==> config.mk <==
export PLATFORM = sky130hd
export DESIGN_NAME = sdp_rdma_ig_top
export DESIGN_NICKNAME = d
export VERILOG_FILES = /design/src/sdp_rdma_ig_pkg.sv /design/src/sdp_rdma_ig_top.sv /design/src/sdp_rdma_ig_stall_cnt.sv /design/src/sdp_rdma_ig_addr_gen.sv /design/src/sdp_rdma_ig_cube_walker.sv /design/src/sdp_rdma_ig_size_calc.sv
export VERILOG_INCLUDE_DIRS = /design/src
export SDC_FILE = /design/constraint.sdc
export NUM_CORES = 1
export LEC_CHECK = 0
export BUFFER_PORTS_ARGS = -buffer_cell sky130_fd_sc_hd__buf_2
export CAP_MARGIN = 20
export CORE_ASPECT_RATIO = 1.5
export CORE_MARGIN = 2
export CORE_UTILIZATION = 40
export CTS_CLUSTER_SIZE = 8
export DETAILED_ROUTE_END_ITERATION = 6
export PLACE_DENSITY = 0.61
export RECOVER_POWER = 100
export SLEW_MARGIN = 20
export SYNTH_ARGS = -nofsm -noshare
export SYNTH_HDL_FRONTEND = slang
export SYNTH_SLANG_ARGS = --single-unit
==> constraint.sdc <==
create_clock -name nvdla_core_clk -period 8.02 [get_ports nvdla_core_clk]
set_input_delay 0.401 -clock nvdla_core_clk [delete_from_list [all_inputs] [get_ports nvdla_core_clk]]
set_output_delay 0.401 -clock nvdla_core_clk [all_outputs]
set_load 0.02 [all_outputs]
==> src/sdp_rdma_ig_cfg.svh <==
/*
 * widths, atom shift and precision codes for the sdp rdma ingress command generator
 */
`ifndef SDP_RDMA_IG_CFG_SVH
`define SDP_RDMA_IG_CFG_SVH

// byte address of a dma read request
`define SDP_RDMA_ADDR_WIDTH 32

// log2 of the 8-byte atom
// stored bases and strides drop these low bits
`define SDP_RDMA_ATOM_SHIFT 3

// request size field, atom count minus one
`define SDP_RDMA_SIZE_WIDTH 15

// channel, height and width register fields
`define SDP_RDMA_DIM_WIDTH 13

// channel surface counter
`define SDP_RDMA_SURF_WIDTH 11

// performance stall counter
`define SDP_RDMA_STALL_WIDTH 32

// precision codes, anything other than int8 walks like int16
`define SDP_RDMA_PREC_INT8 2'd0
`define SDP_RDMA_PREC_INT16 2'd1

`endif
==> src/sdp_rdma_ig_pkg.sv <==
/*
 * shared types of the sdp rdma ingress command generator
 * register configuration, dma request, context queue entry, walk flags
 */
`include "sdp_rdma_ig_cfg.svh"

package sdp_rdma_ig_pkg;

  // ============================================================
  // register configuration
  // ============================================================
  typedef struct packed {
    // cube shape, all fields hold size minus one
    logic [`SDP_RDMA_DIM_WIDTH-1:0] channel;
    logic [`SDP_RDMA_DIM_WIDTH-1:0] height;
    logic [`SDP_RDMA_DIM_WIDTH-1:0] width;
    // 0 int8, 1 int16
    logic [1:0] precision;
    // 0 per kernel, 1 per element
    logic data_mode;
    // 0 one byte, 1 two bytes
    logic data_size;
    // 2 means both operands are read
    logic [1:0] data_use;
    // addresses and strides in 8-byte atoms
    logic [`SDP_RDMA_ADDR_WIDTH-`SDP_RDMA_ATOM_SHIFT-1:0] base_addr;
    logic [`SDP_RDMA_ADDR_WIDTH-`SDP_RDMA_ATOM_SHIFT-1:0] line_stride;
    logic [`SDP_RDMA_ADDR_WIDTH-`SDP_RDMA_ATOM_SHIFT-1:0] surf_stride;
    // operation and perf counter enables
    logic op_en;
    logic perf_dma_en;
  } sdp_rdma_ig_cfg_t;

  // ============================================================
  // outgoing requests
  // ============================================================
  // dma read request, size in the upper bits
  typedef struct packed {
    logic [`SDP_RDMA_SIZE_WIDTH-1:0] size;
    logic [`SDP_RDMA_ADDR_WIDTH-1:0] addr;
  } sdp_rdma_ig_dma_req_t;

  // context queue entry for the egress side
  typedef struct packed {
    logic cube_end;
    logic [`SDP_RDMA_SIZE_WIDTH-1:0] size;
  } sdp_rdma_ig_cq_req_t;

  // position of the current request within the cube
  typedef struct packed {
    logic surf_end;
    logic cube_end;
  } sdp_rdma_ig_walk_t;

endpackage

==> src/sdp_rdma_ig_top.sv <==
/*
 * top of the sdp rdma ingress command generator
 * size calc, cube walker, address generator and stall counter
 */
`timescale 1ns/1ps
`include "sdp_rdma_ig_cfg.svh"

module sdp_rdma_ig_top (
  input  logic                                  nvdla_core_clk,
  input  logic                                  nvdla_core_rstn,
  input  logic                                  op_load,
  input  sdp_rdma_ig_pkg::sdp_rdma_ig_cfg_t     cfg,
  // dma read request
  output sdp_rdma_ig_pkg::sdp_rdma_ig_dma_req_t dma_rd_req,
  output logic                                  dma_rd_req_vld,
  input  logic                                  dma_rd_req_rdy,
  // context queue
  output sdp_rdma_ig_pkg::sdp_rdma_ig_cq_req_t  cq_req,
  output logic                                  cq_vld,
  input  logic                                  cq_rdy,
  // perf
  output logic [`SDP_RDMA_STALL_WIDTH-1:0]      rdma_stall
);

  logic [`SDP_RDMA_SURF_WIDTH-1:0]    last_surf;
  logic [`SDP_RDMA_SIZE_WIDTH-1:0]    req_size;
  logic [`SDP_RDMA_ADDR_WIDTH-1:0]    req_addr;
  logic                               accept;
  sdp_rdma_ig_pkg::sdp_rdma_ig_walk_t walk;

  // ============================================================
  // blocks
  // ============================================================
  sdp_rdma_ig_size_calc u_size_calc (
    .cfg       (cfg),
    .last_surf (last_surf),
    .req_size  (req_size)
  );

  sdp_rdma_ig_cube_walker u_cube_walker (
    .nvdla_core_clk  (nvdla_core_clk),
    .nvdla_core_rstn (nvdla_core_rstn),
    .op_load         (op_load),
    .cfg             (cfg),
    .last_surf       (last_surf),
    .dma_rd_req_rdy  (dma_rd_req_rdy),
    .cq_rdy          (cq_rdy),
    .dma_rd_req_vld  (dma_rd_req_vld),
    .cq_vld          (cq_vld),
    .accept          (accept),
    .walk            (walk)
  );

  sdp_rdma_ig_addr_gen u_addr_gen (
    .nvdla_core_clk  (nvdla_core_clk),
    .nvdla_core_rstn (nvdla_core_rstn),
    .op_load         (op_load),
    .cfg             (cfg),
    .accept          (accept),
    .walk            (walk),
    .req_addr        (req_addr)
  );

  sdp_rdma_ig_stall_cnt u_stall_cnt (
    .nvdla_core_clk  (nvdla_core_clk),
    .nvdla_core_rstn (nvdla_core_rstn),
    .op_load         (op_load),
    .cfg             (cfg),
    .dma_rd_req_vld  (dma_rd_req_vld),
    .dma_rd_req_rdy  (dma_rd_req_rdy),
    .rdma_stall      (rdma_stall)
  );

  // ============================================================
  // request payloads
  // ============================================================
  // same size goes to dma and to the egress context
  assign dma_rd_req.addr = req_addr;
  assign dma_rd_req.size = req_size;
  assign cq_req.size     = req_size;
  assign cq_req.cube_end = walk.cube_end;

endmodule

==> src/sdp_rdma_ig_stall_cnt.sv <==
/*
 * perf counter of cycles where a dma read request waits for ready
 */
`timescale 1ns/1ps
`include "sdp_rdma_ig_cfg.svh"

module sdp_rdma_ig_stall_cnt (
  input  logic                               nvdla_core_clk,
  input  logic                               nvdla_core_rstn,
  input  logic                               op_load,
  input  sdp_rdma_ig_pkg::sdp_rdma_ig_cfg_t  cfg,
  input  logic                               dma_rd_req_vld,
  input  logic                               dma_rd_req_rdy,
  output logic [`SDP_RDMA_STALL_WIDTH-1:0]   rdma_stall
);

  logic cnt_en;
  logic stall_cyc;

  // counter only moves with both enables set
  assign cnt_en    = cfg.op_en & cfg.perf_dma_en;
  assign stall_cyc = dma_rd_req_vld & ~dma_rd_req_rdy;

  always_ff @(posedge nvdla_core_clk or negedge nvdla_core_rstn) begin
    if (!nvdla_core_rstn) begin
      rdma_stall <= '0;
    end else if (cnt_en) begin
      // new operation restarts the count
      if (op_load) begin
        rdma_stall <= '0;
      end else if (stall_cyc) begin
        rdma_stall <= rdma_stall + 1'b1;
      end
    end
  end

endmodule

==> src/sdp_rdma_ig_addr_gen.sv <==
/*
 * line and surface base addresses and the byte address of each request
 */
`timescale 1ns/1ps
`include "sdp_rdma_ig_cfg.svh"

module sdp_rdma_ig_addr_gen (
  input  logic                                nvdla_core_clk,
  input  logic                                nvdla_core_rstn,
  input  logic                                op_load,
  input  sdp_rdma_ig_pkg::sdp_rdma_ig_cfg_t   cfg,
  input  logic                                accept,
  input  sdp_rdma_ig_pkg::sdp_rdma_ig_walk_t  walk,
  output logic [`SDP_RDMA_ADDR_WIDTH-1:0]     req_addr
);

  // bases kept in atoms
  logic [`SDP_RDMA_ADDR_WIDTH-`SDP_RDMA_ATOM_SHIFT-1:0] line_base;
  logic [`SDP_RDMA_ADDR_WIDTH-`SDP_RDMA_ATOM_SHIFT-1:0] surf_base;
  logic [`SDP_RDMA_ADDR_WIDTH-`SDP_RDMA_ATOM_SHIFT-1:0] next_surf;

  // start of the following surface
  assign next_surf = surf_base + cfg.surf_stride;

  // ============================================================
  // base registers
  // ============================================================
  always_ff @(posedge nvdla_core_clk or negedge nvdla_core_rstn) begin
    if (!nvdla_core_rstn) begin
      line_base <= '0;
      surf_base <= '0;
    end else if (op_load) begin
      line_base <= cfg.base_addr;
      surf_base <= cfg.base_addr;
    end else if (accept) begin
      if (walk.surf_end) begin
        // jump to next surface, first line
        line_base <= next_surf;
        surf_base <= next_surf;
      end else begin
        line_base <= line_base + cfg.line_stride;
      end
    end
  end

  // atom address to byte address
  assign req_addr = {line_base, {`SDP_RDMA_ATOM_SHIFT{1'b0}}};

endmodule

==> src/sdp_rdma_ig_cube_walker.sv <==
/*
 * operation state, channel surface and line counters of the cube walk
 * cross-coupled valid/ready pairing of the dma and context queue ports
 */
`timescale 1ns/1ps
`include "sdp_rdma_ig_cfg.svh"

module sdp_rdma_ig_cube_walker (
  input  logic                                nvdla_core_clk,
  input  logic                                nvdla_core_rstn,
  input  logic                                op_load,
  input  sdp_rdma_ig_pkg::sdp_rdma_ig_cfg_t   cfg,
  input  logic [`SDP_RDMA_SURF_WIDTH-1:0]     last_surf,
  input  logic                                dma_rd_req_rdy,
  input  logic                                cq_rdy,
  output logic                                dma_rd_req_vld,
  output logic                                cq_vld,
  output logic                                accept,
  output sdp_rdma_ig_pkg::sdp_rdma_ig_walk_t  walk
);

  logic                            op_active;
  logic [`SDP_RDMA_SURF_WIDTH-1:0] cnt_c;
  logic [`SDP_RDMA_DIM_WIDTH-1:0]  cnt_h;
  logic                            single_req;
  logic                            last_h;
  logic                            last_c;

  // ============================================================
  // cube position
  // ============================================================
  assign single_req = (cfg.data_mode == 1'b0) |
                      ((cfg.width == '0) & (cfg.height == '0));
  assign last_h = (cnt_h == cfg.height);
  assign last_c = (cnt_c == last_surf);

  // one line per request, so a surface ends at its last line
  assign walk.surf_end = single_req | last_h;
  assign walk.cube_end = single_req | (last_h & last_c);

  // ============================================================
  // paired handshake
  // ============================================================
  // each valid waits on the other side's ready
  // so both transfers land in the same cycle
  assign dma_rd_req_vld = op_active & cq_rdy;
  assign cq_vld         = op_active & dma_rd_req_rdy;
  assign accept         = dma_rd_req_vld & dma_rd_req_rdy;

  // busy from op_load until the cube end is taken
  always_ff @(posedge nvdla_core_clk or negedge nvdla_core_rstn) begin
    if (!nvdla_core_rstn) begin
      op_active <= 1'b0;
    end else if (op_load) begin
      op_active <= 1'b1;
    end else if (accept && walk.cube_end) begin
      op_active <= 1'b0;
    end
  end

  // ============================================================
  // counters
  // ============================================================
  // line within the surface
  always_ff @(posedge nvdla_core_clk or negedge nvdla_core_rstn) begin
    if (!nvdla_core_rstn) begin
      cnt_h <= '0;
    end else if (op_load) begin
      cnt_h <= '0;
    end else if (accept) begin
      if (walk.surf_end) begin
        cnt_h <= '0;
      end else begin
        cnt_h <= cnt_h + 1'b1;
      end
    end
  end

  // channel surface within the cube
  always_ff @(posedge nvdla_core_clk or negedge nvdla_core_rstn) begin
    if (!nvdla_core_rstn) begin
      cnt_c <= '0;
    end else if (op_load) begin
      cnt_c <= '0;
    end else if (accept) begin
      if (walk.cube_end) begin
        cnt_c <= '0;
      end else if (walk.surf_end) begin
        cnt_c <= cnt_c + 1'b1;
      end
    end
  end

endmodule

==> src/sdp_rdma_ig_size_calc.sv <==
/*
 * surface count and request size in atoms for every precision and data layout
 */
`timescale 1ns/1ps
`include "sdp_rdma_ig_cfg.svh"

module sdp_rdma_ig_size_calc (
  input  sdp_rdma_ig_pkg::sdp_rdma_ig_cfg_t cfg,
  output logic [`SDP_RDMA_SURF_WIDTH-1:0]   last_surf,
  output logic [`SDP_RDMA_SIZE_WIDTH-1:0]   req_size
);

  logic       is_int8;
  logic       size_1byte;
  logic       use_both;
  logic       single_req;
  // log2 of the element factor, 0 1 or 2
  logic [1:0] k_shift;
  // atoms per element before scaling
  logic [`SDP_RDMA_SIZE_WIDTH-1:0] unit_cnt;

  // ============================================================
  // config decode
  // ============================================================
  assign is_int8    = (cfg.precision == `SDP_RDMA_PREC_INT8);
  assign size_1byte = (cfg.data_size == 1'b0);
  assign use_both   = (cfg.data_use == 2'd2);
  // per kernel or 1x1 pack sends one request for the whole cube
  assign single_req = (cfg.data_mode == 1'b0) |
                      ((cfg.width == '0) & (cfg.height == '0));

  // ============================================================
  // surfaces per cube
  // ============================================================
  // 8 channels per surface for int8, 4 otherwise
  always_comb begin
    if (is_int8) begin
      last_surf = {1'b0, cfg.channel[`SDP_RDMA_DIM_WIDTH-1:3]};
    end else begin
      last_surf = cfg.channel[`SDP_RDMA_DIM_WIDTH-1:2];
    end
  end

  // ============================================================
  // element factor
  // ============================================================
  always_comb begin
    if (is_int8) begin
      if (use_both) begin
        // 2 or 4 bytes per element
        k_shift = size_1byte ? 2'd1 : 2'd2;
      end else begin
        // 1 or 2 bytes per element
        k_shift = size_1byte ? 2'd0 : 2'd1;
      end
    end else begin
      // int16 data is 2 bytes already, both doubles it
      k_shift = use_both ? 2'd1 : 2'd0;
    end
  end

  // ============================================================
  // request size
  // ============================================================
  // single request covers every surface, otherwise one line
  always_comb begin
    if (single_req) begin
      unit_cnt = `SDP_RDMA_SIZE_WIDTH'(last_surf) + 1'b1;
    end else begin
      unit_cnt = `SDP_RDMA_SIZE_WIDTH'(cfg.width) + 1'b1;
    end
  end

  // scaled count back to minus-one encoding
  assign req_size = (unit_cnt << k_shift) - 1'b1;

endmodule

==> results.json <==
{
  "synth_top_family_by_area": "compound AO/OA/AOI/OAI gates",
  "cellLeakagePower_nw": 5.34,
  "layout_setup_ws_ns": 2.57,
  "fin_skew_ns": 0.0119,
  "grt_pass1_vias": 10059,
  "rsz0062_at_grt": "false",
  "internal_power_mw": 1.44,
  "synth_area_leader_cell": "dfrtp_1",
  "reg2reg_depth": 12,
  "hold_depth": 3,
  "violations": "max-capacitance violations, max-slew violations",
  "die_h_um": 203,
  "power_density_mw_per_mm2": 196,
  "endpoint_kind": "async pin",
  "clkSinkCount": 115,
  "max_freq_mhz": 184,
  "ys_types": 80,
  "drv_slew": 150,
  "critical_path.top_delay_family": "buffers and inverters",
  "io_pins": 236,
  "detail_route.wl_per_cell_um": 16.9,
  "hold_viol": 0,
  "path_max_fanout": 65,
  "cts_made_buffers": 17,
  "async_flop_share_pct": 100,
  "cts_resized": 0,
  "maxCapViolations": 3,
  "grt_pass1_wl_mm": 50.7,
  "reg2reg_to": "u_addr_gen.line_base[3]",
  "overflow": 0,
  "synth-compound-area-share_pct": 23.2,
  "yosys.area_share.simple_pct": 22.7,
  "gp_congestion": 0.893,
  "min_to": "u_addr_gen.line_base[2]",
  "synthFlopType": "dfrtp_1",
  "slowest_stage": "clkbuf_1",
  "clkPwrFrac_pct": 30.2,
  "syn_avg_cell_area_um2": 7.90,
  "grt_antenna_before_repair": 3,
  "synth_warnings": 0,
  "start_util_pct": 40.8,
  "grt_max_degree": 66,
  "yosysMostFrequentCell": "nand2_1",
  "die_x_um": 137,
  "cpMostUsedCell": "clkbuf_1",
  "synth_common_cells": "158 x nand2_1, 143 x nor2_1, 115 x dfrtp_1",
  "min-delay-start": "cfg[62]",
  "r2r_slack_ns": 3.07,
  "p_comb_share_pct": 41.0,
  "fillers": 2630,
  "clock_latency_ns": 0.43,
  "period_needed_ns": 5.45,
  "synth_top_area_share_pct": 27.3,
  "seq_area_frac_synth_pct": 27.3,
  "synthTopCellsByArea": "dfrtp_1 27%, ha_1 7.6%, xnor2_1 5.8%, xor2_1 5.6%, nand2_1 5.6%",
  "area_delta_synth_final_pct": 16.1,
  "status": "finished with violations",
  "drcViolationCount": 0,
  "dp_slack_ns": 3.25,
  "ir_worst_vdd_v": 0.000148,
  "h-tree-depth": 4,
  "worst_slew_margin_rel_pct": -137,
  "path_cells": "clkbuf_1, clkbuf_1",
  "post_synth_fa_ha_maj_area_fraction_pct": 7.97,
  "vias": 10484,
  "setup_violations": 0,
  "coreArea_mm2": 0.0259,
  "clk_path_buf_depth": 2,
  "wl_mm": 31.6,
  "finalCritPeriodShare_pct": 67.9,
  "power_mw": 2.40,
  "cts_tree": "done",
  "switching_share_pct": 39.7,
  "seq_area_mm2": 0.00288,
  "slowest_delay_ns": 2.64,
  "portBuffers": 230,
  "hpwl_mm": 24.1,
  "crit_required_ns": 7.74,
  "setup_tns_ns": 0,
  "critPathArrivalTime_ns": 5.17,
  "cts-root-buf": "clkbuf_16",
  "firstDrtPassIters": 5,
  "drt-vias-per-instance": 5.60,
  "start_kind": "input port",
  "crit_buf_inv": 2,
  "grt_usage_pct": 22.9,
  "clk_pin_slew_ns": 0.06,
  "synth_area_mm2": 0.0106,
  "power.share.sequential_pct": 28.8,
  "timing.rr.start": "u_cube_walker.cnt_h[2]",
  "dieArea_mm2": 0.0277,
  "synth_xor_area_share_pct": 11.5,
  "hold_path_class": "input port to flip-flop",
  "synth_edf_count": 0,
  "synth-seq-cells": 115,
  "multi_input_area_mm2": 0.00717,
  "synthCells": 1335,
  "row_count": 72,
  "p_sw_mw": 0.951,
  "critical_path_class": "input port to async pin",
  "crit_cells": 2,
  "postCtsHoldBufs": 0,
  "tightest_slew_ns": 3.56,
  "yosys-mux-area-fraction_pct": 2.73,
  "drt_iter0_drc": 500,
  "drive_gt1_share_pct": 13.1,
  "cts_setup_buffers": 0,
  "ant_nets": 0,
  "nets": 1728
}
-- power by group through the flow --
stage | logic, mW | clock network, mW | registers [mW]
floorplan | 0.704 | 0 | 0.720
global placement | 0.980 | 0 | 0.697
detailed placement | 0.990 | 0 | 0.698
CTS | 0.997 | 0.740 | 0.689
global route | 1.10 | 0.768 | 0.700
finish | 0.982 | 0.723 | 0.691
-- final cells by class --
type | instances | share of cell area, %
clock inverter | 13 | 0.919
timing repair buffer | 241 | 9.02
antenna | 2 | 0.0409
multi-input combinational | 1116 | 58.5
sequential | 115 | 23.5
tap | 333 | 3.40
inverter | 32 | 0.980
clock buffer | 19 | 3.62
-- flip-flops by register name, summed over array words and instances, names as in the netlist --
register / cells
u_stall_cnt.rdma_stall: 32
u_addr_gen.line_base: 29
u_addr_gen.surf_base: 29
u_cube_walker.cnt_h: 13
u_cube_walker.cnt_c: 11
u_cube_walker.op_active: 1
-- layer usage --
layer | global-route usage [%] | wire, um | part of all wire (%) | vias up
met5 | 0 | 13 | 0.041 | -
met2 | 40.9 | 16100 | 51 | 269
met4 | 9.08 | 1010 | 3.2 | 2
met1 | 27.2 | 13200 | 42 | 4954
li1 | - | - | - | 5203
met3 | 3.47 | 1270 | 4.0 | 56
-- stage by stage --
step	hold WS, ns	instance area [um2]	std cells	util [%]
after floorplan	0.105	10600	1337	-
after global placement	0.456	11900	1837	45.8
after detailed placement	0.461	11900	1837	45.9
after CTS	0.0474	12400	1869	48.0
after global routing	0.204	12300	1871	47.4
final	0.208	12300	1871	47.4
-- worst max path at each step --
stage	from	endpoint	slack (ns)
6_report	nvdla_core_rstn	u_stall_cnt.rdma_stall[26]	2.57
5_1_grt	nvdla_core_rstn	u_addr_gen.surf_base[25]	1.50
4_1_cts	cfg[93]	cq_req[14]	3.23
3_5_place_dp	cfg[93]	cq_req[14]	3.25
3_3_place_gp	cfg[94]	cq_req[14]	3.23
2_1_floorplan	cfg[94]	dma_rd_req[46]	3.51
-- cell usage in the layout (no fill, tap or decap), types with 15 or more instances in the layout --
cell type | Yosys | layout
clkbuf_16 | 0 | 17
clkbuf_1 | 43 | 94
o211ai_1 | 16 | 16
xnor2_1 | 70 | 70
a31oi_1 | 16 | 16
a21oi_1 | 95 | 96
mux2i_1 | 22 | 21
nand4_1 | 23 | 24
or3_1 | 15 | 16
inv_1 | 32 | 32
and3_1 | 19 | 19
nand3_1 | 45 | 45
o21a_1 | 15 | 15
nor4_1 | 14 | 15
o21ai_0 | 100 | 102
buf_2 | 6 | 142
xor2_1 | 68 | 68
a211oi_1 | 15 | 15
nor3_1 | 28 | 28
a21o_1 | 29 | 29
nand2_1 | 158 | 158
nor2_1 | 143 | 140
dfrtp_1 | 115 | 115
ha_1 | 64 | 64
-- kinds of logic after synthesis --
logic type / count (synthesis)
multiplexers: 25
buffers and inverters: 106
AND/OR/NAND/NOR: 500
XOR/XNOR: 138
adder cells (fa/ha/maj): 66
other: 1
flip-flops: 115
AO/OA/AOI/OAI: 384
Power figures use the tool's default switching activity.
